File: src/uart_frame_macros.svh
/*
 * Build-time constants for the UART string link.
 * FRAME_CLK_FREQ must be a whole multiple of FRAME_BAUD_RATE, and the
 * baud rate cannot be changed at run time.
 */
`ifndef UART_FRAME_MACROS_SVH
`define UART_FRAME_MACROS_SVH

// system clock in Hz
`define FRAME_CLK_FREQ     10_000_000

// serial line rate in bit/s
`define FRAME_BAUD_RATE    1_000_000

// sys_clk cycles per line bit
`define FRAME_CLKS_PER_BIT (`FRAME_CLK_FREQ / `FRAME_BAUD_RATE)

// longest payload in bytes, markers not counted
`define FRAME_MAX_LEN      137

`endif

File: src/uart_frame_pkg.sv
/*
 * Types shared by the frame blocks.
 * str_t is sized by FRAME_MAX_LEN, and element 0 is the first byte on the line.
 * The payload must not contain the marker character.
 */
`include "uart_frame_macros.svh"

package uart_frame_pkg;

	// one line character
	typedef logic [7:0] byte_t;

	// payload length in bytes, 0 to FRAME_MAX_LEN
	typedef logic [7:0] len_t;

	// whole payload, element 0 sent first
	typedef byte_t [`FRAME_MAX_LEN-1:0] str_t;

	// frame delimiter, two of them open a frame and two close it
	localparam byte_t FRAME_MARK = 8'h26;

endpackage

File: src/frame_tx.sv
/*
 * Sends tx_string as "&&payload&&" one byte at a time through uart_tx.
 * tx_req is ignored while tx_busy is high, and tx_string and tx_length
 * must stay stable until tx_done. A '&' in the payload goes out unchanged.
 */
`include "uart_frame_macros.svh"

module frame_tx (
	input  logic                  sys_clk,
	input  logic                  sys_rst_n,
	input  uart_frame_pkg::str_t  tx_string,
	input  uart_frame_pkg::len_t  tx_length,
	input  logic                  tx_req,
	input  logic                  byte_done,
	output uart_frame_pkg::byte_t byte_data,
	output logic                  byte_start,
	output logic                  tx_busy,
	output logic                  tx_done
);
	import uart_frame_pkg::*;

	typedef enum logic [2:0] {
		st_idle,
		st_mark1,
		st_mark2,
		st_content,
		st_close1,
		st_close2,
		st_finish
	} tx_state_t;

	tx_state_t state;
	len_t      byte_idx;
	logic      accept;

	// finish is the tx_done cycle, a new request may start there
	assign tx_busy = (state != st_idle) && (state != st_finish);
	assign tx_done = (state == st_finish);
	assign accept  = tx_req && !tx_busy;

	always_ff @(posedge sys_clk or negedge sys_rst_n) begin
		if (!sys_rst_n) begin
			state      <= st_idle;
			byte_idx   <= '0;
			byte_data  <= '0;
			byte_start <= 1'b0;
		end else begin
			byte_start <= 1'b0;
			case (state)
				st_idle, st_finish: begin
					state <= st_idle;
					if (accept) begin
						state      <= st_mark1;
						byte_idx   <= '0;
						byte_data  <= FRAME_MARK;
						byte_start <= 1'b1;
					end
				end
				st_mark1: begin
					if (byte_done) begin
						state      <= st_mark2;
						byte_data  <= FRAME_MARK;
						byte_start <= 1'b1;
					end
				end
				st_mark2: begin
					if (byte_done) begin
						byte_start <= 1'b1;
						// empty payload goes straight to the closing pair
						if (tx_length == '0) begin
							state     <= st_close1;
							byte_data <= FRAME_MARK;
						end else begin
							state     <= st_content;
							byte_data <= tx_string[0];
							byte_idx  <= len_t'(1);
						end
					end
				end
				st_content: begin
					if (byte_done) begin
						byte_start <= 1'b1;
						if (byte_idx == tx_length) begin
							state     <= st_close1;
							byte_data <= FRAME_MARK;
						end else begin
							byte_data <= tx_string[byte_idx];
							byte_idx  <= byte_idx + 1'b1;
						end
					end
				end
				st_close1: begin
					if (byte_done) begin
						state      <= st_close2;
						byte_data  <= FRAME_MARK;
						byte_start <= 1'b1;
					end
				end
				st_close2: begin
					if (byte_done) begin
						state <= st_finish;
					end
				end
				default: state <= st_idle;
			endcase
		end
	end

	a_len_in_range: assert property (
		@(posedge sys_clk) disable iff (!sys_rst_n)
		accept |-> (tx_length <= len_t'(`FRAME_MAX_LEN))
	) else $error("frame_tx: tx_length above FRAME_MAX_LEN");

	// the last byte must be fully on the line before tx_done
	a_done_not_start: assert property (
		@(posedge sys_clk) disable iff (!sys_rst_n) !(tx_done && byte_start)
	) else $error("frame_tx: tx_done together with byte_start");

endmodule

File: config.mk
export PLATFORM = sky130hd
export DESIGN_NAME = frame_tx
export DESIGN_NICKNAME = d
export VERILOG_FILES = /design/src/uart_frame_pkg.sv /design/src/frame_tx.sv
export VERILOG_INCLUDE_DIRS = /design/src
export SDC_FILE = /design/constraint.sdc
export NUM_CORES = 1
export LEC_CHECK = 0
export CAP_MARGIN = 0
export CORE_AREA = 2 2 440 442
export CTS_CLUSTER_SIZE = 28
export DETAILED_ROUTE_END_ITERATION = 12
export DIE_AREA = 0 0 442 444
export DONT_BUFFER_PORTS = 1
export GPL_ROUTABILITY_DRIVEN = 0
export SLEW_MARGIN = 20
export SYNTH_ARGS = -nofsm -noshare
export SYNTH_HDL_FRONTEND = slang
export SYNTH_SLANG_ARGS = --single-unit
File: constraint.sdc
create_clock -name sys_clk -period 7 [get_ports sys_clk]
set_clock_uncertainty 0.15 [all_clocks]
set_input_delay 1.4 -clock sys_clk [delete_from_list [all_inputs] [get_ports sys_clk]]
set_output_delay 1.4 -clock sys_clk [all_outputs]
set_load 0.02 [all_outputs]
==> results.tsv <==
metric	value	unit
Max VDD drop	239.7	uV
Setup-failing EPs final	0	
Startpoint Class	flip-flop	
Worst EP arrival	4190	ps
width of the chip	442	um
CP startpoint	byte_idx[1]	
synthesized area	0.01025	mm^2
vias in the first global route	10400	
asr flop ratio synth	100.0	%
Register-to-Register Path Depth	6	
Fin Hold WS	555.4	ps
Mapped Nets	1979	
Critical Path Sink	byte_data[3]	
wire per inst	36.12	um
Nets	1916	
Relative slew margins	23.20	%
Tightest Pin Transition	1143	ps
PD cells	435.1	mW/mm^2
post_cts resized	0	
Routed WL	124600	um
CTS max path bufs	2	
Final Slew Violations	0	
post-synthesis sequential area ratio	4.881	%
Final Core Density	7.113	%
Max Fclk	238.8	MHz
Hold Vio Cnt, Final	0	
CP max FO	44	
port bufs	0	
max cap viols	0	
CP endpoint kind	flip-flop	
Worst-Skew Late Latency	290	ps
RR Startpoint	byte_idx[1]	
Die Ht	444	um
Num CTS Buffers	3	
initial antenna violation count	173	
core area	0.1916	mm^2
period utilisation layout	59.83	%
flop-to-flop setup slack	2810	ps
layout cells sized above 1	41.19	%
DR vias	11330	
setup TNS	0	ps
DR pass1 iterations	7	
number of flops mapped to enable cells by yosys	0	
detailed placement HPWL	111000	um
Synth area leader	mux4_2	
Leakage	3.382	nW
Area contributors post-synth	mux4_2 (56%), mux2i_1 (8.8%), dfrtp_1 (4.9%), a22oi_1 (2.4%), buf_2 (1.8%)	
# rows	161	
Starting DRT DRC Count	1384	
Design Power	5.929	mW
Setup Crit Path Kind	reg2reg	
class of the worst hold path	reg2reg	
Warnings, synthesis	0	
RSZ-0062 raised after global routing	no	
Post-Syn Instances	870	
Tot GR Track Use	11.95	%
Initial Utilization	5.352	%
Synth top area share	55.57	%
largest net degree at the start of global routing	96	
status	complete, no violations	
FF+latch count, synth	20	
Syn-to-layout area delta	32.90	%
Worst-path clk slew	80	ps
hold depth	1	
die area	0.1962	mm^2
CTS Sinks	20	
total congestion overflow	0	
antenna violation net count after detailed routing	0	
clk root buf	clkbuf_16	
Avg Cell Area, Syn	11.79	um^2
FF-to-FF End	byte_data[3]	
Via density	3.286	
Final min period	4188	ps
TritonCTS clock tree	done	
Worst Path Required	7000	ps
Post-CTS Hold Buffers	0	
synth unique cells	62	
Post-synth top flop	dfrtp_1	
global-route wire length before repair	146100	um
H-tree depth	1	
DRC violations left	0	
I/O pin cnt	1119	
Post-CTS Setup Repair Bufs	0	
==> critical path: stages, from the launching register on <==
cell	delay, ps
dfrtp_4	950
buf_4	600
mux4_2	700
mux2i_1	220
o22ai_1	320
nor4_2	860
o31ai_1	140
==> cell usage in the layout (no fill, tap or decap), drive strengths merged, types with 6 or more instances in the layout <==
cell,n
o22ai,22
mux2,12
a22o,12
diode,116
nor3,13
nand3,15
a22oi,33
a221oi,18
nand2,46
a221o,6
dfrtp,20
inv,8
nand2b,6
buf,35
a21oi,29
xnor2,8
nor2,33
and2,6
a211oi,10
nor2b,15
mux4,253
o211ai,8
and3,7
o21ai,32
mux2i,90
==> metrics by stage <==
stage          instances  cell area (um^2)  worst slack [ps]
6_report            3448             13630              2812
4_1_cts             3332             13340              2521
3_5_place_dp        3328             13230              2520
5_1_grt             3401             13510              2532
2_1_floorplan        870             10250              3700
3_3_place_gp        3324             13150              2074
==> logic make-up after synthesis <==
logic type	share of synthesized area, %
muxes	65.67
AOI/OAI and AO/OA	14.23
and+or+nand+nor	8.225
buffers and inverters	6.187
DFF	4.881
xor gates and xnor gates	0.6834
adders and majority gates	0.1220
==> worst min path at each step <==
| stage | from | end | slack, ps |
|---|---|---|---|
| CTS | byte_data[7] | byte_data[7] | 590 |
| global placement | byte_data[7] | byte_data[7] | 550 |
| global route | byte_idx[7] | byte_idx[7] | 600 |
| detailed placement | byte_data[7] | byte_data[7] | 570 |
| floorplan | byte_idx[7] | byte_idx[7] | 370 |
| finish | byte_idx[7] | byte_idx[7] | 560 |
==> synth_stat cells (3+ instances only) <==
master,n
mux4_2,253
nor2b_1,15
nand2_1,46
nor2_1,33
and2_1,6
and3_1,7
o22ai_1,22
nor4_1,4
xnor2_1,8
inv_1,7
a2111oi_0,3
nand3_1,15
a21oi_1,29
a221o_1,6
a221oi_1,18
a211oi_1,10
nor3_1,13
mux2i_1,90
a222oi_1,5
o211ai_1,8
a41oi_1,3
nand2b_1,6
o21ai_0,31
o2111ai_1,4
or2_2,3
a22o_1,12
or3_1,3
buf_6,12
nand4_1,3
buf_1,7
a22oi_1,33
mux2_2,12
a21o_1,5
buf_2,36
buf_4,14
clkbuf_1,32
dfrtp_1,20
==> registers in the layout, summed over array words and instances, names as in the netlist <==
| name | cells |
|---|---|
| state | 3 |
| byte_start | 1 |
| byte_idx | 8 |
| byte_data | 8 |
==> per-layer routing <==
metal	routed length, um	track usage, %
met1	47260	13.97
met2	55780	18.64
met3	14020	4.906
met4	7023	6.071
met5	473	1.001
==> cell type report <==
cell class                      count  area (um^2)
Timing Repair Buffer               35        327.8
Fill cell                       22220       177900
Sequential cell                    20        515.5
Clock buffer                        3        75.07
Multi-Input combinational cell    737         9188
Antenna cell                      116        290.3
Tap cell                         2526         3161
Clock inverter                      1        30.03
Inverter                           10        40.04
==> report_power, final <==
| group | internal, mW | leakage [nW] | switching (mW) | total, mW |
|---|---|---|---|---|
| sequential | 0.166 | 0.241 | 0.265 | 0.431 |
| combinational | 2.12 | 3.09 | 3.19 | 5.31 |
| clock | 0.115 | 0.0518 | 0.0746 | 0.189 |
| total | 2.40 | 3.38 | 3.53 | 5.93 |
Power figures use the tool's default switching activity.
