### config.mk
export PLATFORM = sky130hd
export DESIGN_NAME = frame_rx
export DESIGN_NICKNAME = d
export VERILOG_FILES = /design/src/uart_frame_pkg.sv /design/src/frame_rx.sv
export VERILOG_INCLUDE_DIRS = /design/src
export SDC_FILE = /design/constraint.sdc
export NUM_CORES = 2
export LEC_CHECK = 0
export BUFFER_PORTS_ARGS = -buffer_cell sky130_fd_sc_hd__buf_4
export CAP_MARGIN = 20
export CORE_AREA = 8 8 426 428
export DETAILED_ROUTE_END_ITERATION = 7
export DIE_AREA = 0 0 434 436
export PLACE_DENSITY_LB_ADDON = 0.1
export SLEW_MARGIN = 15
export SYNTH_ARGS = -nofsm -noshare
export SYNTH_HDL_FRONTEND = slang
export SYNTH_SLANG_ARGS = --single-unit
### constraint.sdc
create_clock -name sys_clk -period 3.9 [get_ports sys_clk]
set_clock_uncertainty 0.15 [all_clocks]
set_input_delay 0.585 -clock sys_clk [delete_from_list [all_inputs] [get_ports sys_clk]]
set_output_delay 0.585 -clock sys_clk [all_outputs]
set_load 0.01 [all_outputs]
### src/uart_frame_macros.svh
/*
 * Build-time constants for the UART string link.
 * FRAME_CLK_FREQ must be a whole multiple of FRAME_BAUD_RATE, and the
 * baud rate cannot be changed at run time.
 */
`ifndef UART_FRAME_MACROS_SVH
`define UART_FRAME_MACROS_SVH

// system clock in Hz
`define FRAME_CLK_FREQ     10_000_000

// serial line rate in bit/s
`define FRAME_BAUD_RATE    1_000_000

// sys_clk cycles per line bit
`define FRAME_CLKS_PER_BIT (`FRAME_CLK_FREQ / `FRAME_BAUD_RATE)

// longest payload in bytes, markers not counted
`define FRAME_MAX_LEN      137

`endif

### src/uart_frame_pkg.sv
/*
 * Types shared by the frame blocks.
 * str_t is sized by FRAME_MAX_LEN, and element 0 is the first byte on the line.
 * The payload must not contain the marker character.
 */
`include "uart_frame_macros.svh"

package uart_frame_pkg;

	// one line character
	typedef logic [7:0] byte_t;

	// payload length in bytes, 0 to FRAME_MAX_LEN
	typedef logic [7:0] len_t;

	// whole payload, element 0 sent first
	typedef byte_t [`FRAME_MAX_LEN-1:0] str_t;

	// frame delimiter, two of them open a frame and two close it
	localparam byte_t FRAME_MARK = 8'h26;

endpackage

### src/frame_rx.sv
/*
 * Finds "&&payload&&" frames in the received byte stream.
 * Non-marker bytes between frames are ignored. A broken frame or a payload
 * longer than FRAME_MAX_LEN gives rx_error and keeps the last good result.
 * A '&' inside the payload is taken as the first closing marker.
 */
`include "uart_frame_macros.svh"

module frame_rx (
	input  logic                  sys_clk,
	input  logic                  sys_rst_n,
	input  uart_frame_pkg::byte_t rx_byte,
	input  logic                  rx_valid,
	output uart_frame_pkg::str_t  rx_string,
	output uart_frame_pkg::len_t  rx_length,
	output logic                  rx_busy,
	output logic                  rx_done,
	output logic                  rx_error
);
	import uart_frame_pkg::*;

	typedef enum logic [2:0] {
		st_idle,
		st_one_mark,
		st_content,
		st_close_one,
		st_close_two
	} rx_state_t;

	rx_state_t state;
	str_t      work_buf;
	str_t      clean_buf;
	len_t      work_len;
	logic      is_mark;
	logic      buf_full;

	assign is_mark  = (rx_byte == FRAME_MARK);
	assign buf_full = (work_len == len_t'(`FRAME_MAX_LEN));

	// close_two lasts one cycle and is the done strobe
	assign rx_done = (state == st_close_two);
	assign rx_busy = (state != st_idle) && (state != st_close_two);

	// stale bytes above the count are zeroed on the way out
	always_comb begin
		for (int i = 0; i < `FRAME_MAX_LEN; i++) begin
			clean_buf[i] = (len_t'(i) < work_len) ? work_buf[i] : '0;
		end
	end

	always_ff @(posedge sys_clk or negedge sys_rst_n) begin
		if (!sys_rst_n) begin
			state     <= st_idle;
			work_len  <= '0;
			rx_error  <= 1'b0;
			rx_length <= '0;
			rx_string <= '0;
		end else begin
			rx_error <= 1'b0;
			case (state)
				st_idle, st_close_two: begin
					state <= (rx_valid && is_mark) ? st_one_mark : st_idle;
				end
				st_one_mark: begin
					if (rx_valid) begin
						if (is_mark) begin
							state    <= st_content;
							work_len <= '0;
						end else begin
							state    <= st_idle;
							rx_error <= 1'b1;
						end
					end
				end
				st_content: begin
					if (rx_valid) begin
						if (is_mark) begin
							state <= st_close_one;
						end else if (buf_full) begin
							// overflow drops the whole frame
							state    <= st_idle;
							rx_error <= 1'b1;
						end else begin
							work_len <= work_len + 1'b1;
						end
					end
				end
				st_close_one: begin
					if (rx_valid) begin
						if (is_mark) begin
							state     <= st_close_two;
							rx_length <= work_len;
							rx_string <= clean_buf;
						end else begin
							state    <= st_idle;
							rx_error <= 1'b1;
						end
					end
				end
				default: state <= st_idle;
			endcase
		end
	end

	// working buffer
	always_ff @(posedge sys_clk) begin
		if (state == st_content && rx_valid && !is_mark && !buf_full) begin
			work_buf[work_len] <= rx_byte;
		end
	end

	a_done_error_excl: assert property (
		@(posedge sys_clk) disable iff (!sys_rst_n) !(rx_done && rx_error)
	) else $error("frame_rx: rx_done and rx_error together");

endmodule

==> qor.csv <==
metric;value;unit
outcome;complete, no violations;
Most used DFF post-synth;dfrtp_1;
Crit path buffers/inverters;1;
initial core utilization;43.1;%
PwrDens;513;nW/µm²
number of global-route vias before repair;45800;
clock share of power;44.0;%
Clock Sink Count;2212;
Die Footprint;189000;µm²
CP peak stage delay;750;ps
synthesized flop and latch total;2212;
post-synth top area cell;edfxtp_1;
cell count after synthesis;4496;
capturing point of the worst reg2reg path;work_buf[297];
Slew headroom;25.4;%
syn avg cell area;16.8;µm²
WL/cell;32.1;µm
post-DR vias/cell;5.54;
DRT Pass-1 Iters;7;
WHS;109;ps
CTS tree;yes;
ratio of cells with drive above 1 in the final layout;30.0;%
Yosys warning count;0;
slew of the pin with the lowest slew margin;1110;ps
largest net degree at the start of global routing;160;
hold path endpoint;work_buf[966];
fin crit period;3330;ps
sequential power share;50.3;%
Final Hold Fails;0;
hold path depth;2;
Distinct cells, synth;60;
# port buffers;1117;
Worst setup EP type;flop;
HP Start;rx_byte[6];
Ports;1118;
Critical Path Source Type;flop;
CP Data Arrival Time;3650;ps
Synth-to-Final Area Change;26.5;%
H-Tree Depth;4;
slowest cell on the critical path;or3_1;
FFs w/ async S/R, synth;50.5;%
Starting DRT DRC Count;4036;
Int Pwr;37.7;mW
setup_tns;0;ps
total grt overflow;0;
Routed Antenna Nets;0;
all-layer global routing usage;27.5;%
period utilization;85.4;%
initial antenna violation count;10;
Total Power;49.0;mW
max cap viols;0;
DRC;0;
R2R depth;6;
Post-synth top cells;dfrtp_1, edfxtp_1, a22o_1;
Max VDD drop;0.000459;V
FF-to-FF Start;work_len[0];
most common cell in the netlist;dfrtp_1;
Clock Path Buffers;3;
fin. max-slew vios;0;
cells along the critical path;ha_1 > nand3b_1 > nor2_1 > buf_4 > or3_1 > nor2_1;
Mapped Area;75500;µm²
setup repair bufs after CTS;0;
required time of the critical path;4220;ps
FP Rows;154;
GPL Wtd Cong;0.832;
first-pass GRT wire length;370000;µm
leakage power;42.1;nW
Vias;46300;
critical path class;reg2reg;
CTS Buf Count;217;
post-DP HPWL;182000;µm
cell family with most CP delay;simple AND/OR/NAND/NOR gates;
detailed-route wire length;268000;µm
Nets;5839;
Switching Power;11.4;mW
RSZ-0062 raised after global routing;false;
Most common cell on crit path;nor2_1;
Worst-Skew Late Latency;860;ps
final setup vio count;0;
setup slack, reg-to-reg;570;ps
CP Max Fanout;10;
Core Box Area;175000;µm²
post-synthesis sequential area ratio;80.6;%
Post-synth EDFFs;1096;
die width;434;µm
Mapped Nets;4512;
Sw Share;23.2;%
maximum clock frequency;300;MHz
top-area cell type share of the netlist area;43.6;%
root buf cell;clkbuf_16;
combinational share of power;5.6;%
Min-Delay Path Class;in2reg;
Clock transition at path regs;60;ps
top cells by area, synth;edfxtp_1, dfrtp_1, a22o_1, nand2_1, nand3_1;
die height;436;µm
==> placed cells by master, fill, tap and decap left out, types with 8 or more instances in the layout <==
cell type / netlist / final
a21oi_2: 14 / 14
o21ai_0: 24 / 24
clkinv_1: 0 / 13
buf_6: 2 / 9
nand2_1: 476 / 470
or3_1: 9 / 8
o21ai_1: 18 / 18
nor2_1: 185 / 184
nor3_2: 7 / 8
nor3_1: 13 / 11
bufinv_16: 0 / 18
clkbuf_1: 151 / 64
edfxtp_1: 1096 / 1096
buf_12: 0 / 31
a22o_1: 888 / 888
nor3_4: 39 / 40
a21oi_1: 24 / 23
clkinv_2: 0 / 30
clkbuf_8: 0 / 42
nand3_1: 213 / 213
dfrtp_1: 1116 / 1114
buf_4: 7 / 1303
nor2_2: 39 / 40
clkbuf_16: 0 / 224
==> final cells by class <==
class | instances | area (µm²)
clock buffers | 330 | 6420
fillers | 14300 | 79500
flip-flops and latches | 2212 | 60800
well taps | 2340 | 2930
repair buffers | 1349 | 10600
clock inverters | 83 | 1030
inverters | 4 | 20.0
diodes | 6 | 15.0
multi-input cells | 2039 | 13700
==> power by group through the flow <==
| stage | registers, mW | clock network, mW | logic, mW |
|---|---|---|---|
| global route | 24.7 | 22.8 | 2.90 |
| floorplan | 25.1 | 0 | 0.929 |
| detailed placement | 25.1 | 0 | 2.82 |
| finish | 24.7 | 21.6 | 2.76 |
| global placement | 25.1 | 0 | 2.82 |
| CTS | 24.7 | 21.9 | 2.82 |
==> metrics by stage <==
stage | util [%] | setup slack, ps | cells | area [µm²]
floorplan | - | 934 | 4496 | 75500
global placement | 50.3 | -75.4 | 7937 | 88000
CTS | 54.6 | 547 | 8357 | 95500
detailed placement | 50.3 | 402 | 7939 | 88000
global route | 54.6 | 439 | 8358 | 95500
finish | 54.6 | 568 | 8363 | 95500
==> how the worst max path moves through the flow <==
stage / depth (start not counted) / endpoint / slack (ps) / from
floorplan: 8 / work_buf[256] / 930 / work_len[1]
global placement: 8 / work_buf[356] / -80 / rx_byte[0]
detailed placement: 7 / rx_string[1060] / 400 / rx_byte[4]
CTS: 6 / work_buf[297] / 550 / work_len[0]
global route: 6 / work_buf[297] / 440 / work_len[0]
finish: 6 / work_buf[297] / 570 / work_len[0]
==> flip-flops by register name, summed over array words and instances (netlist names) <==
signal,flops
rx_error,1
rx_length,8
rx_string,1096
state,3
work_buf,1096
work_len,8
==> repair_timing <==
action,in CTS,in global routing
hold buffers,5,0
endpoints found under the hold margin,250,0
gates resized for setup,0,0
==> cells by family after synthesis <==
logic type,Yosys count,synth area share (%)
AOI/OAI and AO/OA,996,11.2
adders and majority gates,5,0.0829
buffers and inverters,245,1.39
DFF,2212,80.6
muxes,2,0.0282
and+or+nand+nor,1036,6.69
==> worst register-to-register path, delay by kind of cell (launching register included) <==
kind	cells	cell delay (ps)
buffers and inverters	1	190
DFF	1	470
adders and majority gates	1	300
and+or+nand+nor	4	1860
==> metal layers <==
layer / global-route usage, % / wire length, µm
met1: 35.3 / 105000
met2: 44.7 / 130000
met3: 6.08 / 18900
met4: 12.8 / 14900
met5: 0 / 12
Note: power is estimated with default switching activity, not from simulation.
