--- config.mk ---
export PLATFORM = sky130hd
export DESIGN_NAME = uart_rx
export DESIGN_NICKNAME = d
export VERILOG_FILES = /design/src/uart_frame_pkg.sv /design/src/uart_rx.sv
export VERILOG_INCLUDE_DIRS = /design/src
export SDC_FILE = /design/constraint.sdc
export NUM_CORES = 1
export LEC_CHECK = 0
export BUFFER_PORTS_ARGS = -buffer_cell sky130_fd_sc_hd__buf_2
export CORE_MARGIN = 2
export CORE_UTILIZATION = 27
export CTS_CLUSTER_DIAMETER = 50
export DETAILED_ROUTE_END_ITERATION = 10
export PLACE_DENSITY_LB_ADDON = 0.05
export SYNTH_ARGS = -nofsm -noshare
export SYNTH_HDL_FRONTEND = slang
export SYNTH_SLANG_ARGS = --single-unit
--- constraint.sdc ---
create_clock -name sys_clk -period 3.4 [get_ports sys_clk]
set_input_delay 0.51 -clock sys_clk [delete_from_list [all_inputs] [get_ports sys_clk]]
set_output_delay 0.51 -clock sys_clk [all_outputs]
set_load 0.02 [all_outputs]
--- src/uart_frame_macros.svh ---
/*
 * Build-time constants for the UART string link.
 * FRAME_CLK_FREQ must be a whole multiple of FRAME_BAUD_RATE, and the
 * baud rate cannot be changed at run time.
 */
`ifndef UART_FRAME_MACROS_SVH
`define UART_FRAME_MACROS_SVH

// system clock in Hz
`define FRAME_CLK_FREQ     10_000_000

// serial line rate in bit/s
`define FRAME_BAUD_RATE    1_000_000

// sys_clk cycles per line bit
`define FRAME_CLKS_PER_BIT (`FRAME_CLK_FREQ / `FRAME_BAUD_RATE)

// longest payload in bytes, markers not counted
`define FRAME_MAX_LEN      137

`endif

--- src/uart_frame_pkg.sv ---
/*
 * Types shared by the frame blocks.
 * str_t is sized by FRAME_MAX_LEN, and element 0 is the first byte on the line.
 * The payload must not contain the marker character.
 */
`include "uart_frame_macros.svh"

package uart_frame_pkg;

	// one line character
	typedef logic [7:0] byte_t;

	// payload length in bytes, 0 to FRAME_MAX_LEN
	typedef logic [7:0] len_t;

	// whole payload, element 0 sent first
	typedef byte_t [`FRAME_MAX_LEN-1:0] str_t;

	// frame delimiter, two of them open a frame and two close it
	localparam byte_t FRAME_MARK = 8'h26;

endpackage

--- src/uart_rx.sv ---
/*
 * Byte deserializer for 8 data bits, no parity, one stop bit, LSB first.
 * Bits are sampled at mid-bit after a two-flop synchronizer.
 * A byte with a low stop bit is dropped without notice.
 * rx_byte is only meaningful in the rx_valid cycle.
 */
`include "uart_frame_macros.svh"

module uart_rx (
	input  logic                  sys_clk,
	input  logic                  sys_rst_n,
	input  logic                  uart_rx_port,
	output uart_frame_pkg::byte_t rx_byte,
	output logic                  rx_valid
);
	import uart_frame_pkg::*;

	localparam int unsigned CLKS_PER_BIT = `FRAME_CLKS_PER_BIT;
	localparam int unsigned CNT_W        = $clog2(CLKS_PER_BIT);

	typedef enum logic [1:0] {
		st_idle,
		st_start,
		st_data,
		st_stop
	} rx_state_t;

	rx_state_t        state;
	logic             rx_meta;
	logic             rx_sync;
	logic             rx_last;
	logic [CNT_W-1:0] baud_cnt;
	logic [2:0]       bit_idx;
	byte_t            shift_reg;
	logic             start_edge;
	logic             bit_end;
	logic             half_end;

	// line idles high, so the flops reset to one
	always_ff @(posedge sys_clk or negedge sys_rst_n) begin
		if (!sys_rst_n) begin
			rx_meta <= 1'b1;
			rx_sync <= 1'b1;
			rx_last <= 1'b1;
		end else begin
			rx_meta <= uart_rx_port;
			rx_sync <= rx_meta;
			rx_last <= rx_sync;
		end
	end

	assign start_edge = rx_last && !rx_sync;
	assign bit_end    = (baud_cnt == CNT_W'(CLKS_PER_BIT - 1));
	assign half_end   = (baud_cnt == CNT_W'(CLKS_PER_BIT / 2 - 1));

	// valid at the middle of a high stop bit
	assign rx_valid = (state == st_stop) && bit_end && rx_sync;
	assign rx_byte  = shift_reg;

	always_ff @(posedge sys_clk or negedge sys_rst_n) begin
		if (!sys_rst_n) begin
			state    <= st_idle;
			baud_cnt <= '0;
			bit_idx  <= '0;
		end else begin
			case (state)
				st_idle: begin
					baud_cnt <= '0;
					bit_idx  <= '0;
					if (start_edge) begin
						state <= st_start;
					end
				end
				st_start: begin
					if (half_end) begin
						baud_cnt <= '0;
						// glitch shorter than half a bit
						state    <= rx_sync ? st_idle : st_data;
					end else begin
						baud_cnt <= baud_cnt + 1'b1;
					end
				end
				st_data: begin
					if (bit_end) begin
						baud_cnt <= '0;
						bit_idx  <= bit_idx + 3'd1;
						if (bit_idx == 3'd7) begin
							state <= st_stop;
						end
					end else begin
						baud_cnt <= baud_cnt + 1'b1;
					end
				end
				st_stop: begin
					if (bit_end) begin
						baud_cnt <= '0;
						state    <= st_idle;
					end else begin
						baud_cnt <= baud_cnt + 1'b1;
					end
				end
				default: state <= st_idle;
			endcase
		end
	end

	// LSB arrives first
	always_ff @(posedge sys_clk) begin
		if (state == st_data && bit_end) begin
			shift_reg <= {rx_sync, shift_reg[7:1]};
		end
	end

	a_valid_single: assert property (
		@(posedge sys_clk) disable iff (!sys_rst_n) rx_valid |=> !rx_valid
	) else $error("uart_rx: rx_valid held for two cycles");

endmodule

==> out/metrics.csv <==
stage,metric,value,unit
timing,final hold vios,0,
critical_path,Critical Path AT,1550,ps
yosys,Mapped Area,871,um2
timing,TNS Setup,0,ps
timing,worst-case clock skew,13.5,ps
route,DRC Markers,0,
yosys,Yosys reg bits,20,
die,die height,60.8,um
place,Post-DP HPWL,988,um
clock_tree,H-tree depth,1,
yosys,Netlist cell types,26,
critical_path,WS Path Type,reg2out,
power,leakage power,0.444,nW
yosys,mean post-synth cell area,14.8,um2
critical_path,CP Launch Type,flop,
place,Final Wtd Congestion,0.614,
timing,crit path time final,2060,ps
clock_tree,CTS root buf,clkbuf_4,
timing,final setup margin,1340,ps
critical_path,Worst Path Max Fanout,3,
yosys,Synth Area in Adders,0.0718,
yosys,Synth Instances,59,
yosys,cell taking the most area after synthesis,edfxtp_1,
power,PD cells,579,nW/um2
grt,met3 Use GR,0.0384,
power,VDD IR-drop max,0.282,mV
yosys,Compound-Gate Fraction of Synth Area,0.0948,
layout,count of non-filler cells in the finished layout,116,
timing,endpoints failing setup,0,
yosys,Synth top area share,0.276,
die,Core ar.,3050,um2
critical_path,critical path data required time,2890,ps
clock_tree,"Hold-fix buffers, CTS",0,
timing,final worst-path cycle share,0.606,
grt,initial antenna violation count,0,
layout,Final #Nets,81,
grt,first-pass GRT wire length,2400,um
clock_tree,Post-CTS Resized,0,
layout,diode count,0,
hold_path,Hold Crit Class,in2async,
clock_tree,Clock Tree Buf Depth,2,
grt,vias in the first global route,494,
critical_path,CP max stage delay,400,ps
die,io pins,12,
route,via count,490,
critical_path,critical path's top delay family,flip-flops,
clock_tree,Worst-Skew Late Latency,300,ps
yosys,syn_nets,67,
clock_tree,CTS tree,built,
timing,top achievable clock speed,0.486,GHz
clock_tree,clock slew at reported path FFs,110,ps
timing,RSZ-0062 raised after global routing,no,
die,die area,3700,um2
clock_tree,postcts setup bufs,0,
layout,P&R area growth vs syn,14.4,%
yosys,share of the yosys chip area belonging to registers,0.625,
place,I/O Buffers,11,
grt,total global-route track usage,0.0916,
route,DRT Wirelength,1410,um
yosys,simple-gate share of the synthesized area,0.149,
route,DR pass1 iterations,3,
grt,most used routing layer,met2,
route,1st-iter DRT viols,15,
critical_path,Slowest cell on crit path,dfrtp_1,
die,Core Rows,20,
critical_path,worst path cell trace,inv_1 > ha_1 > and3b_2 > nand2_1 > nor2_1 > buf_2,
timing,Final Max Slew Viols,0,
yosys,post-synthesis xor/xnor area fraction,0.0201,
grt,largest net degree at the start of global routing,13,
timing,slew margin rel.,0.763,
place,Placed Cells,112,
critical_path,Setup crit end kind,output port,
yosys,Syn. warnings,0,
timing,Worst-Margin Slew,356,ps
place,dpl ws,1640,ps
layout,layout cell share with drive strength beyond 1,0.333,
critical_path,Bufs and invs on worst path,2,
grt,grt ovf,0,
yosys,post-synthesis mux area share,0.0129,
status,outcome,"finished, final reports clean",
route,via-per-instance ratio,4.22,
die,initial core utilization,0.285,
clock_tree,CTS Buf Count,3,
yosys,main combinational cell family by area after synthesis,simple AND/OR/NAND/NOR gates,
clock_tree,Sink Count,20,
route,DRT antenna net count,0,
grt,met1 Track Usage GR,0.120,
route,WL per Instance,12.1,um
die,die width,60.8,um
grt,GR Layer Usage met2,0.134,
run,max-cap violations,0,
yosys,synth top area cells,"edfxtp_1, dfrtp_1, dfstp_2, ha_1, a22o_1",
-- worst register-to-register path, cell delays in order, from the launching register on --
cell and delay [ps]:
dfrtp_1 400, inv_1 80, ha_1 220, nor4bb_4 410, and2_2 330
-- cell usage in the layout (no fill, tap or decap) --
master     Yosys  layout
a31oi_1        1       1
xnor2_1        1       1
inv_1          3       3
ha_1           5       5
dfrtp_1        9       9
mux2_2         1       1
edfxtp_1       8       8
a22o_1         5       5
o211ai_1       1       1
nand3_1        1       1
nand2b_1       1       1
nand2_1        2       2
nand4b_1       1       1
nand3b_4       1       1
dfstp_2        3       3
nor2_1         6       6
and3b_1        1       1
a2bb2oi_2      1       1
xor2_1         1       1
clkbuf_1       1       1
clkbuf_4       0       3
and3b_2        1       1
buf_2          0      11
nor4bb_4       1       1
a22o_2         1       1
nor4b_1        1       1
and2_2         1       1
-- final timing paths --
| kind | from | endpoint | slack [ps] | depth (start not counted) |
|---|---|---|---|---|
| min in group sys_clk | uart_rx_port | rx_meta | 310 | 1 |
| setup reg to reg | baud_cnt[1] | rx_byte[5] | 1660 | 4 |
| setup / recovery | baud_cnt[1] | rx_valid | 1340 | 6 |
| hold / removal | sys_rst_n | bit_idx[1] | 70 | 1 |
| hold reg to reg | rx_meta | rx_sync | 360 | 0 |
| max in group asynchronous | sys_rst_n | rx_last | 3030 | 1 |
-- kinds of logic (layout without fill, tap and decap cells) --
logic type | count (synthesis) | in the layout
xor+xnor | 2 | 2
fa+ha+maj | 5 | 5
mux | 1 | 1
compound gates | 9 | 9
flops | 20 | 20
buf+inv | 5 | 18
simple gates | 17 | 17
-- cell usage after synthesis --
master and instances:
mux2_2 1, nand4b_1 1, nor2_1 6, and2_2 1, nand2_1 2, nand3_1 1, and3b_1 1, and3b_2 1
nor4b_1 1, edfxtp_1 8, nor4bb_4 1, clkbuf_1 1, a22o_1 5, dfstp_2 3, o211ai_1 1, a22o_2 1
a2bb2oi_2 1, dfrtp_1 9, a31oi_1 1, xor2_1 1, buf_4 1, nand2b_1 1, nand3b_4 1, ha_1 5
inv_1 3, xnor2_1 1
-- power breakdown --
group / internal, mW / switching, mW / leakage, nW
Clock: 0.0456 / 0.0687 / 0.0150
Combinational: 0.0651 / 0.0583 / 0.206
Sequential: 0.281 / 0.0586 / 0.222
Total: 0.391 / 0.186 / 0.444
-- metal layers --
layer,wire [um],part of all wire
met1,691,0.49
met2,647,0.46
met3,53,0.038
met4,13,0.0092
met5,0,0
-- sequential cells by signal, indices dropped and copies added, names as in the netlist, named ones only --
signal	flops
rx_byte	8
baud_cnt	4
bit_idx	3
rx_last	1
rx_meta	1
rx_sync	1
state	1
-- per-stage QoR --
stage	hold WS [ps]	power (mW)	instance area (um2)	utilization
2_1_floorplan	214	0.443	871	-
3_3_place_gp	348	0.471	970	0.318
3_5_place_dp	349	0.468	970	0.318
4_1_cts	68.1	0.589	996	0.326
5_1_grt	64.3	0.628	996	0.326
6_report	69.9	0.577	996	0.326
-- layout make-up --
class	instances	area (um2)
Clock buffer	4	26.3
Tap cell	44	55.1
Timing Repair Buffer	11	55.1
Sequential cell	20	544
Inverter	3	11.3
Multi-Input combinational cell	34	304
Fill cell	340	2060
No activity file was read; power rests on OpenSTA's default activity.
