==> src/uart_frame_macros.svh <==
/*
 * Build-time constants for the UART string link.
 * FRAME_CLK_FREQ must be a whole multiple of FRAME_BAUD_RATE, and the
 * baud rate cannot be changed at run time.
 */
`ifndef UART_FRAME_MACROS_SVH
`define UART_FRAME_MACROS_SVH

// system clock in Hz
`define FRAME_CLK_FREQ     10_000_000

// serial line rate in bit/s
`define FRAME_BAUD_RATE    1_000_000

// sys_clk cycles per line bit
`define FRAME_CLKS_PER_BIT (`FRAME_CLK_FREQ / `FRAME_BAUD_RATE)

// longest payload in bytes, markers not counted
`define FRAME_MAX_LEN      137

`endif

==> src/uart_frame_pkg.sv <==
/*
 * Types shared by the frame blocks.
 * str_t is sized by FRAME_MAX_LEN, and element 0 is the first byte on the line.
 * The payload must not contain the marker character.
 */
`include "uart_frame_macros.svh"

package uart_frame_pkg;

	// one line character
	typedef logic [7:0] byte_t;

	// payload length in bytes, 0 to FRAME_MAX_LEN
	typedef logic [7:0] len_t;

	// whole payload, element 0 sent first
	typedef byte_t [`FRAME_MAX_LEN-1:0] str_t;

	// frame delimiter, two of them open a frame and two close it
	localparam byte_t FRAME_MARK = 8'h26;

endpackage

==> src/uart_tx.sv <==
/*
 * Byte serializer for 8 data bits, no parity, 2 stop bits, LSB first.
 * The line idles high. byte_start is taken only while idle, and byte_done
 * pulses in the last cycle of the second stop bit.
 */
`include "uart_frame_macros.svh"

module uart_tx (
	input  logic                  sys_clk,
	input  logic                  sys_rst_n,
	input  uart_frame_pkg::byte_t byte_data,
	input  logic                  byte_start,
	output logic                  byte_done,
	output logic                  uart_tx_port
);
	import uart_frame_pkg::*;

	localparam int unsigned CLKS_PER_BIT = `FRAME_CLKS_PER_BIT;
	localparam int unsigned CNT_W        = $clog2(CLKS_PER_BIT);
	// start bit, 8 data bits, then stop bits 9 and 10
	localparam logic [3:0]  LAST_BIT     = 4'd10;

	logic             busy;
	logic [CNT_W-1:0] baud_cnt;
	logic [3:0]       bit_idx;
	byte_t            shift_reg;
	logic             bit_end;

	assign bit_end   = (baud_cnt == CNT_W'(CLKS_PER_BIT - 1));
	assign byte_done = busy && bit_end && (bit_idx == LAST_BIT);

	// baud timing and line driver
	always_ff @(posedge sys_clk or negedge sys_rst_n) begin
		if (!sys_rst_n) begin
			busy         <= 1'b0;
			baud_cnt     <= '0;
			bit_idx      <= '0;
			uart_tx_port <= 1'b1;
		end else if (!busy) begin
			baud_cnt <= '0;
			bit_idx  <= '0;
			if (byte_start) begin
				busy         <= 1'b1;
				// start bit
				uart_tx_port <= 1'b0;
			end
		end else if (bit_end) begin
			baud_cnt <= '0;
			if (bit_idx == LAST_BIT) begin
				busy <= 1'b0;
			end else begin
				bit_idx      <= bit_idx + 4'd1;
				uart_tx_port <= shift_reg[0];
			end
		end else begin
			baud_cnt <= baud_cnt + 1'b1;
		end
	end

	// ones shift in behind the data so the stop bits come out on their own
	always_ff @(posedge sys_clk) begin
		if (!busy && byte_start) begin
			shift_reg <= byte_data;
		end else if (busy && bit_end) begin
			shift_reg <= {1'b1, shift_reg[7:1]};
		end
	end

	// the sequencer has to wait for byte_done before the next byte
	a_no_start_while_busy: assert property (
		@(posedge sys_clk) disable iff (!sys_rst_n) byte_start |-> !busy
	) else $error("uart_tx: byte_start while a byte is in progress");

endmodule

==> config.mk <==
export PLATFORM = sky130hd
export DESIGN_NAME = uart_tx
export DESIGN_NICKNAME = d
export VERILOG_FILES = /design/src/uart_frame_pkg.sv /design/src/uart_tx.sv
export VERILOG_INCLUDE_DIRS = /design/src
export SDC_FILE = /design/constraint.sdc
export NUM_CORES = 1
export LEC_CHECK = 0
export ABC_AREA = 1
export BUFFER_PORTS_ARGS = -buffer_cell sky130_fd_sc_hd__clkbuf_2
export CORE_MARGIN = 5
export CORE_UTILIZATION = 58
export CTS_CLUSTER_DIAMETER = 50
export DETAILED_ROUTE_END_ITERATION = 10
export PLACE_DENSITY = 0.84
export SLEW_MARGIN = 10
export SYNTH_ARGS = -nofsm -noshare
export SYNTH_HDL_FRONTEND = slang
export SYNTH_SLANG_ARGS = --single-unit
==> constraint.sdc <==
create_clock -name sys_clk -period 2.8 [get_ports sys_clk]
set_input_delay 0.28 -clock sys_clk [delete_from_list [all_inputs] [get_ports sys_clk]]
set_output_delay 0.28 -clock sys_clk [all_outputs]
set_load 0.005 [all_outputs]
==> key figures, run 1 <==
Synthesis
  • Sequential fraction of the synthesis area: between 50 and 60%
  • Largest family of logic cells by synthesized area: simple AND/OR/NAND/NOR gates
  • Adder-cell share of the synthesized area: 5.666%
  • Synth warnings: 0
  • Synth area leader: edfxtp_1
  • Number of distinct library cells after synthesis: 18
  • Synthesized net count: around 110
  • Post-synthesis simple-gate area fraction: 29.32%
  • Post-Syn Area: 883.3 µm²
  • Compound-Gate Fraction of Synth Area: ~2.3%
  • Cells after synthesis: a little under 100
  • Post-synthesis mux area share: 0%
  • Synth Area in XOR/XNOR: a little under 2%
  • Flops & latches, synth: 18
  • Top cells by area, synth: edfxtp_1 27%, dfrtp_1 25%, nand2_1 15%
  • Share of the synthesized area in the top cell type: between 20% and 30%
  • Post-synthesis average cell area: 9.014 µm²

Timing
  • Minimum clock period: approximately 1.7 ns
  • Worst setup margin: about 1.1 ns
  • Max-slew violation total from the final report: 0
  • # setup viols final: 0
  • Slew HR: 83.45%
  • Fin. Hold Viols: 0
  • Setup TNS: 0 ns
  • Clk_skew: about 0.011 ns
  • Post-route clock period utilization: 59.98%
  • Measured slew at the worst slew-check pin: around 0.25 ns
  • Max Clk Rate: a little under 0.6 GHz
  • RSZ-0062 raised after global routing: false

Global routing
  • Initial antenna violation count: 0
  • First-pass GRT wire length: between 2 and 3 mm
  • Largest net degree at the start of global routing: 11
  • Remaining global-route overflow: 0
  • Vias in the first global route: between 600 and 700
  • All-Layer GR Usage: approximately 15%

CTS
  • Clk Tree Root Cell: clkbuf_4
  • Num CTS Buffers: 3
  • CTS clock-pin slew for the worst setup and hold paths: ~0.1 ns
  • Clk sink count: 18
  • CTS tree: yes
  • Resized Gates After CTS: 0
  • Worst-Skew Late Latency: ~0.29 ns
  • Longest Clk Path Bufs: 2
  • H-Tree Depth: 1

Finish
  • Commonest non-fill, non-tap cells in the layout: 35 x nand2_1, 12 x clkbuf_2, 11 x inv_1
  • Max FFs per register: 8
  • Ant. Diodes: 0
  • Most common cell after layout, fill and taps aside: nand2_1
  • Share of layout cells above drive strength 1: approximately a quarter
  • Final nets: about 130
  • Synth-to-Final Area Change: 14.02%

Placement
  • Pre-CTS setup slack: roughly 1.4 ns
  • Routability congestion estimate: approximately 0.8
  • I/O Buffers: 12

Die
  • Initial Util: 60.03%
  • I/O pins: 13
  • Core Box Area: 1471 µm²
  • Die height: between 40 and 50 µm
  • Total die area: between 2000 and 2500 µm²
  • Die width: roughly 49 µm
  • Row count: 14

Pwr
  • Static leakage: about 0.51 nW
  • PwrDens: 782.7 nW/µm²
  • Max VDD drop: roughly 460 µV

Setup path
  • Worst setup path end: byte_done
  • R2R Setup Slk: about 1.4 ns
  • Levels on crit path: 7
  • Worst setup startpoint: bit_idx[0]
  • Crit-path leading delay family: flip-flops
  • Crit Path Category: reg -> out
  • Crit path buffers/inverters: 3
  • Crit path top cell by count: inv_1
  • FF-to-FF Start: baud_cnt[1]
  • R2R cell count: 5
  • Crit-path cells: inv_1 -> ha_1 -> nand2_1 -> inv_1 -> nand2_2 -> nor2_2 -> clkbuf_2
  • Worst setup EP type: output pin
  • FF-to-FF End: shift_reg[5]
  • Worst Path Max Fanout: 6
  • Critical Path AT: around 1.4 ns
  • Worst Path Required: roughly 2.5 ns
  • Slowest cell on the critical path: dfrtp_1
  • Crit start category: register
  • Largest stage delay, worst path: 0.44 ns

Detailed routing
  • Initial drt markers: 9
  • Via/cell ratio: 5.030
  • Routed WL: approximately 1.5 mm
  • DRC violations left: 0
  • DR vias: between 600 and 700
  • First-pass detailed-route iteration total: 4
  • DR WL/cell: roughly 11 µm
  • Antenna Violating Nets Remaining: 0

Outcome
  • Status: finished clean

Min path
  • Hold WC Path Type: in -> reg

Job
  • Max Cap Viol: 0
## report_power, final
part	total (mW)	switching, mW	internal (mW)	leakage, nW
combinational	0.233	0.128	0.106	0.305
clock	0.129	0.0741	0.0553	0.0150
sequential	0.425	0.0654	0.360	0.186
## cells in the mapped netlist (all sizes together)
library cell and count:
dfrtp 9, o21ai 4, inv 12, nand2 39, dfstp 1, nand4 2
nand3 6, nor3b 1, edfxtp 8, xnor2 2, ha 4, or2 2
nor2 8
## area by class of cell
class	instances	area [µm²]
fill	132	464.2
clock buffer	4	26.28
tap	16	20.02
sequential	18	491.7
multi-input combinational	68	346.6
inverter	12	45.04
timing repair buffer	14	77.57
## routing by layer
metal | vias up | share of wire, % | global-route usage, %
met2 | 15 | 49 | 24.13
met1 | 303 | 45 | 19.45
met4 | 0 | 0.95 | 5.381
met3 | 2 | 4.7 | 2.752
li1 | 344 | - | -
met5 | - | 0 | 0
## cells by family after synthesis
family | Yosys count
xor+xnor | 2
buf+inv | 12
simple gates | 58
flops | 18
fa+ha+maj | 4
compound gates | 4
## tightest hold or removal path, delay by kind of cell
kind          cells  cell delay (ns)
buf+inv           1             0.07
simple gates      2             0.08
## how the worst min path moves through the flow
stage / startpoint / end / slack, ns / depth (start not counted)
3_5_place_dp: sys_rst_n / bit_idx[2] / 0.16 / 1
3_3_place_gp: sys_rst_n / bit_idx[2] / 0.15 / 1
5_1_grt: byte_data[0] / shift_reg[0] / 0.24 / 3
4_1_cts: byte_data[4] / shift_reg[4] / 0.24 / 3
6_report: byte_data[2] / shift_reg[2] / 0.25 / 3
2_1_floorplan: sys_rst_n / baud_cnt[0] / -0.02 / 0
## stage by stage
step | cells | utilization, % | power [mW] | hold WS (ns) | area (µm²)
after floorplan | 98 | - | 0.5949 | -0.01559 | 883.3
after global placement | 127 | 65.99 | 0.6499 | 0.1544 | 970.9
after detailed placement | 127 | 65.99 | 0.6683 | 0.1606 | 970.9
after CTS | 132 | 68.45 | 0.7991 | 0.2398 | 1007
after global routing | 132 | 68.45 | 0.8656 | 0.2354 | 1007
final | 132 | 68.45 | 0.7883 | 0.2454 | 1007
## what timing repair did
item                                    4_1_cts  5_1_grt
endpoints found under the hold margin         9        0
setup buffers                                 0        0
endpoints found under the setup margin        0        0
hold buffers                                  1        0
No activity file was read; power rests on OpenSTA's default activity.
==> run 2, diff against run 1 <==
Settings changed: CORE_UTILIZATION 58 to 48, PLACE_DENSITY 0.84 to 0.75.
Clock period 2.8 ns to 1.4 ns, I/O delays scaled along.
==> run 2 against run 1 <==
Against the previous run: the flow now finishes with violations (setup timing); register-to-register slack got worse by 1.3 ns; die area grew 16%; wire length up 25%; combinational power rose to 2.9 times the previous value; via count rose by 8.1%; clock-buffer cell count unchanged; hold slack worse by 0.14 ns; critical path depth unchanged; total power increased by 130%; cell area rose by 14%; setup slack got worse by 1.2 ns; cell count up 15%; critical path type unchanged; critical endpoint unchanged; largest cell class unchanged.
==> key figures, run 2 (same netlist as run 1, synthesis figures left out) <==
Outcome
  • Status: finished, violations left
  • Failing checks: setup timing

Detailed routing
  • Post-Route M1 WL: about 830 µm
  • First-pass detailed-route iteration total: 4
  • Via/cell ratio: ~4.7
  • DR WL/cell: between 10 and 15 µm
  • Antenna Violating Nets Remaining: 0
  • Top sig layer: met4
  • DRC violations left: 0
  • Routed WL: approximately 1.8 mm
  • Initial drt markers: 13
  • Routed length on met2: ~930 µm
  • DR vias: between 700 and 800
  • Met3 wire len: between 70 and 80 µm

Pwr
  • Max VDD drop: around 1200 µV
  • PwrDens: ~1600 nW/µm²
  • Internal: between 1 and 1.5 mW
  • NetSw: a little over 0.6 mW
  • Sw Share: roughly 34%
  • Clock Power Share: roughly 18%
  • Final Total Pwr: between 1.5 and 2 mW
  • Combinational Power Share: between 30% and 40%
  • Seq pwr share: 45.7%
  • Static leakage: ~0.57 nW

CTS
  • Num CTS Buffers: 3
  • Worst-Skew Late Latency: a little under 0.3 ns
  • H-Tree Depth: 1
  • CTS tree: yes
  • Clk Tree Root Cell: clkbuf_4
  • Longest Clk Path Bufs: 2
  • CTS clock-pin slew for the worst setup and hold paths: roughly 0.11 ns
  • Clk sink count: 18

Setup path
  • Crit start category: register
  • Worst setup EP type: output pin
  • Worst Path Required: around 1.3 ns
  • Crit path top cell by count: inv_1
  • Crit-path cells: inv_1 -> ha_2 -> nand2_1 -> inv_1 -> nand2_2 -> nor2_4 -> clkbuf_2
  • Crit-path leading delay family: flip-flops
  • Worst Path Max Fanout: 2
  • Crit Path Category: reg -> out
  • Largest stage delay, worst path: around 0.4 ns
  • Critical Path AT: between 1 and 1.5 ns
  • Crit path buffers/inverters: 3
  • Slowest cell on the critical path: dfrtp_1

Die
  • Die width: around 53 µm
  • Die height: 52.90 µm
  • Total die area: between 2000 and 3000 µm²
  • I/O pins: 13
  • Initial Util: 50.61%
  • Row count: 15
  • Core Box Area: roughly 1700 µm²

Finish
  • Final std cells w/o fill: 152
  • Most common cell after layout, fill and taps aside: nand2_1
  • Final nets: between 100 and 150
  • Sequential Area: around 500 µm²
  • Max FFs per register: 8
  • Share of layout cells above drive strength 1: approximately 34%
  • Footprint of the multi-input gates: approximately 370 µm²
  • Ant. Diodes: 0
  • Commonest non-fill, non-tap cells in the layout: 35 x nand2_1, 12 x clkbuf_2, 11 x inv_1
  • Fillers: 139
  • Synth-to-Final Area Change: 30.17%

Timing
  • Minimum clock period: 1.449 ns
  • Post-route clock period utilization: 103.5%
  • Worst setup margin: -0.04933 ns
  • Clk_skew: around 0.0015 ns
  • Fin. Hold Viols: 0
  • Max Clk Rate: around 0.7 GHz
  • Measured slew at the worst slew-check pin: between 0.2 and 0.3 ns
  • RSZ-0062 raised after global routing: true
  • Final hold slack: about 0.10 ns
  • Slew HR: 81.83%
  • Max-slew violation total from the final report: 0
  • # setup viols final: 1

Global routing
  • Vias in the first global route: 710
  • All-Layer GR Usage: between 10% and 20%
  • Remaining global-route overflow: 0
  • Largest net degree at the start of global routing: 11
  • Initial antenna violation count: 0
  • First-pass GRT wire length: slightly above 3 mm

Placement
  • Dpl cells: approximately 140
  • I/O Buffers: 12
  • Detailed placer's ending HPWL: ~1.2 mm
  • Routability congestion estimate: around 0.81

Min path
  • Hold WC Path Type: in -> reg

Job
  • Max Cap Viol: 0
## run 2: cell types whose count changed in the layout (fill, tap and decap cells not counted), moves of 2 or more
cell / change
buf_4: +7
buf_6: +4
ha_1: -2
ha_2: +2
## run 2: repair_timing
action / 4_1_cts / 5_1_grt
gates resized for setup: 6 / 3
pin swaps: 2 / 2
hold buffers: 1 / 0
endpoints found under the hold margin: 10 / 0
endpoints found under the setup margin: 1 / 10
cloned: 0 / 0
setup buffers: 7 / 3
## run 2: power by group through the flow
stage          clock network (mW)  logic, mW  registers, mW
2_1_floorplan                   0      0.357          0.836
3_3_place_gp                    0      0.480          0.843
3_5_place_dp                    0      0.504          0.853
4_1_cts                     0.332      0.561          0.834
5_1_grt                     0.361      0.767          0.862
6_report                    0.328      0.667          0.837
## run 2: worst paths after layout
| kind | startpoint | to | slack, ns | depth (start not counted) |
|---|---|---|---|---|
| worst min register to register | uart_tx_port | uart_tx_port | 0.47 | 2 |
| min in group asynchronous | sys_rst_n | bit_idx[1] | 0.24 | 2 |
| worst max register to register | bit_idx[1] | busy | 0.02 | 10 |
| worst min-delay path | byte_data[5] | shift_reg[5] | 0.10 | 3 |
| max in group asynchronous | sys_rst_n | uart_tx_port | 0.89 | 2 |
| worst max-delay path | bit_idx[0] | byte_done | -0.05 | 7 |
## run 2: per-layer routing
layer  track usage, %  up-vias
met5                0        -
met4            6.383        0
met3            3.944        2
met2            25.62       13
met1            18.39      334
li1                 -      369
## run 2: layout make-up
cell class	count	area share, %
clock buffers	4	3.156
inverters	12	3.917
multi-input cells	68	32.21
flip-flops and latches	18	42.76
well taps	25	2.720
repair buffers	25	15.23
## run 2: per-stage QoR
step / area [µm²] / setup slack (ns) / setup TNS [ns] / utilization, %
after floorplan: 887.1 / 0.06638 / 0 / -
after global placement: 993.5 / 0.09851 / 0 / 56.92
after detailed placement: 993.5 / 0.07458 / 0 / 56.92
after CTS: 1111 / -0.1027 / -0.1102 / 63.66
after global routing: 1150 / -0.1561 / -0.4039 / 65.88
final: 1150 / -0.04933 / -0.04933 / 65.88
## run 2: worst register-to-register path: stages, from the launching register on
cell and delay [ns]:
dfrtp_1 0.41, ha_2 0.18, nand2_1 0.06, inv_1 0.04, nand2_2 0.08, nor2_4 0.04
buf_4 0.13, buf_6 0.11, buf_6 0.10, buf_6 0.10, nor2_2 0.07
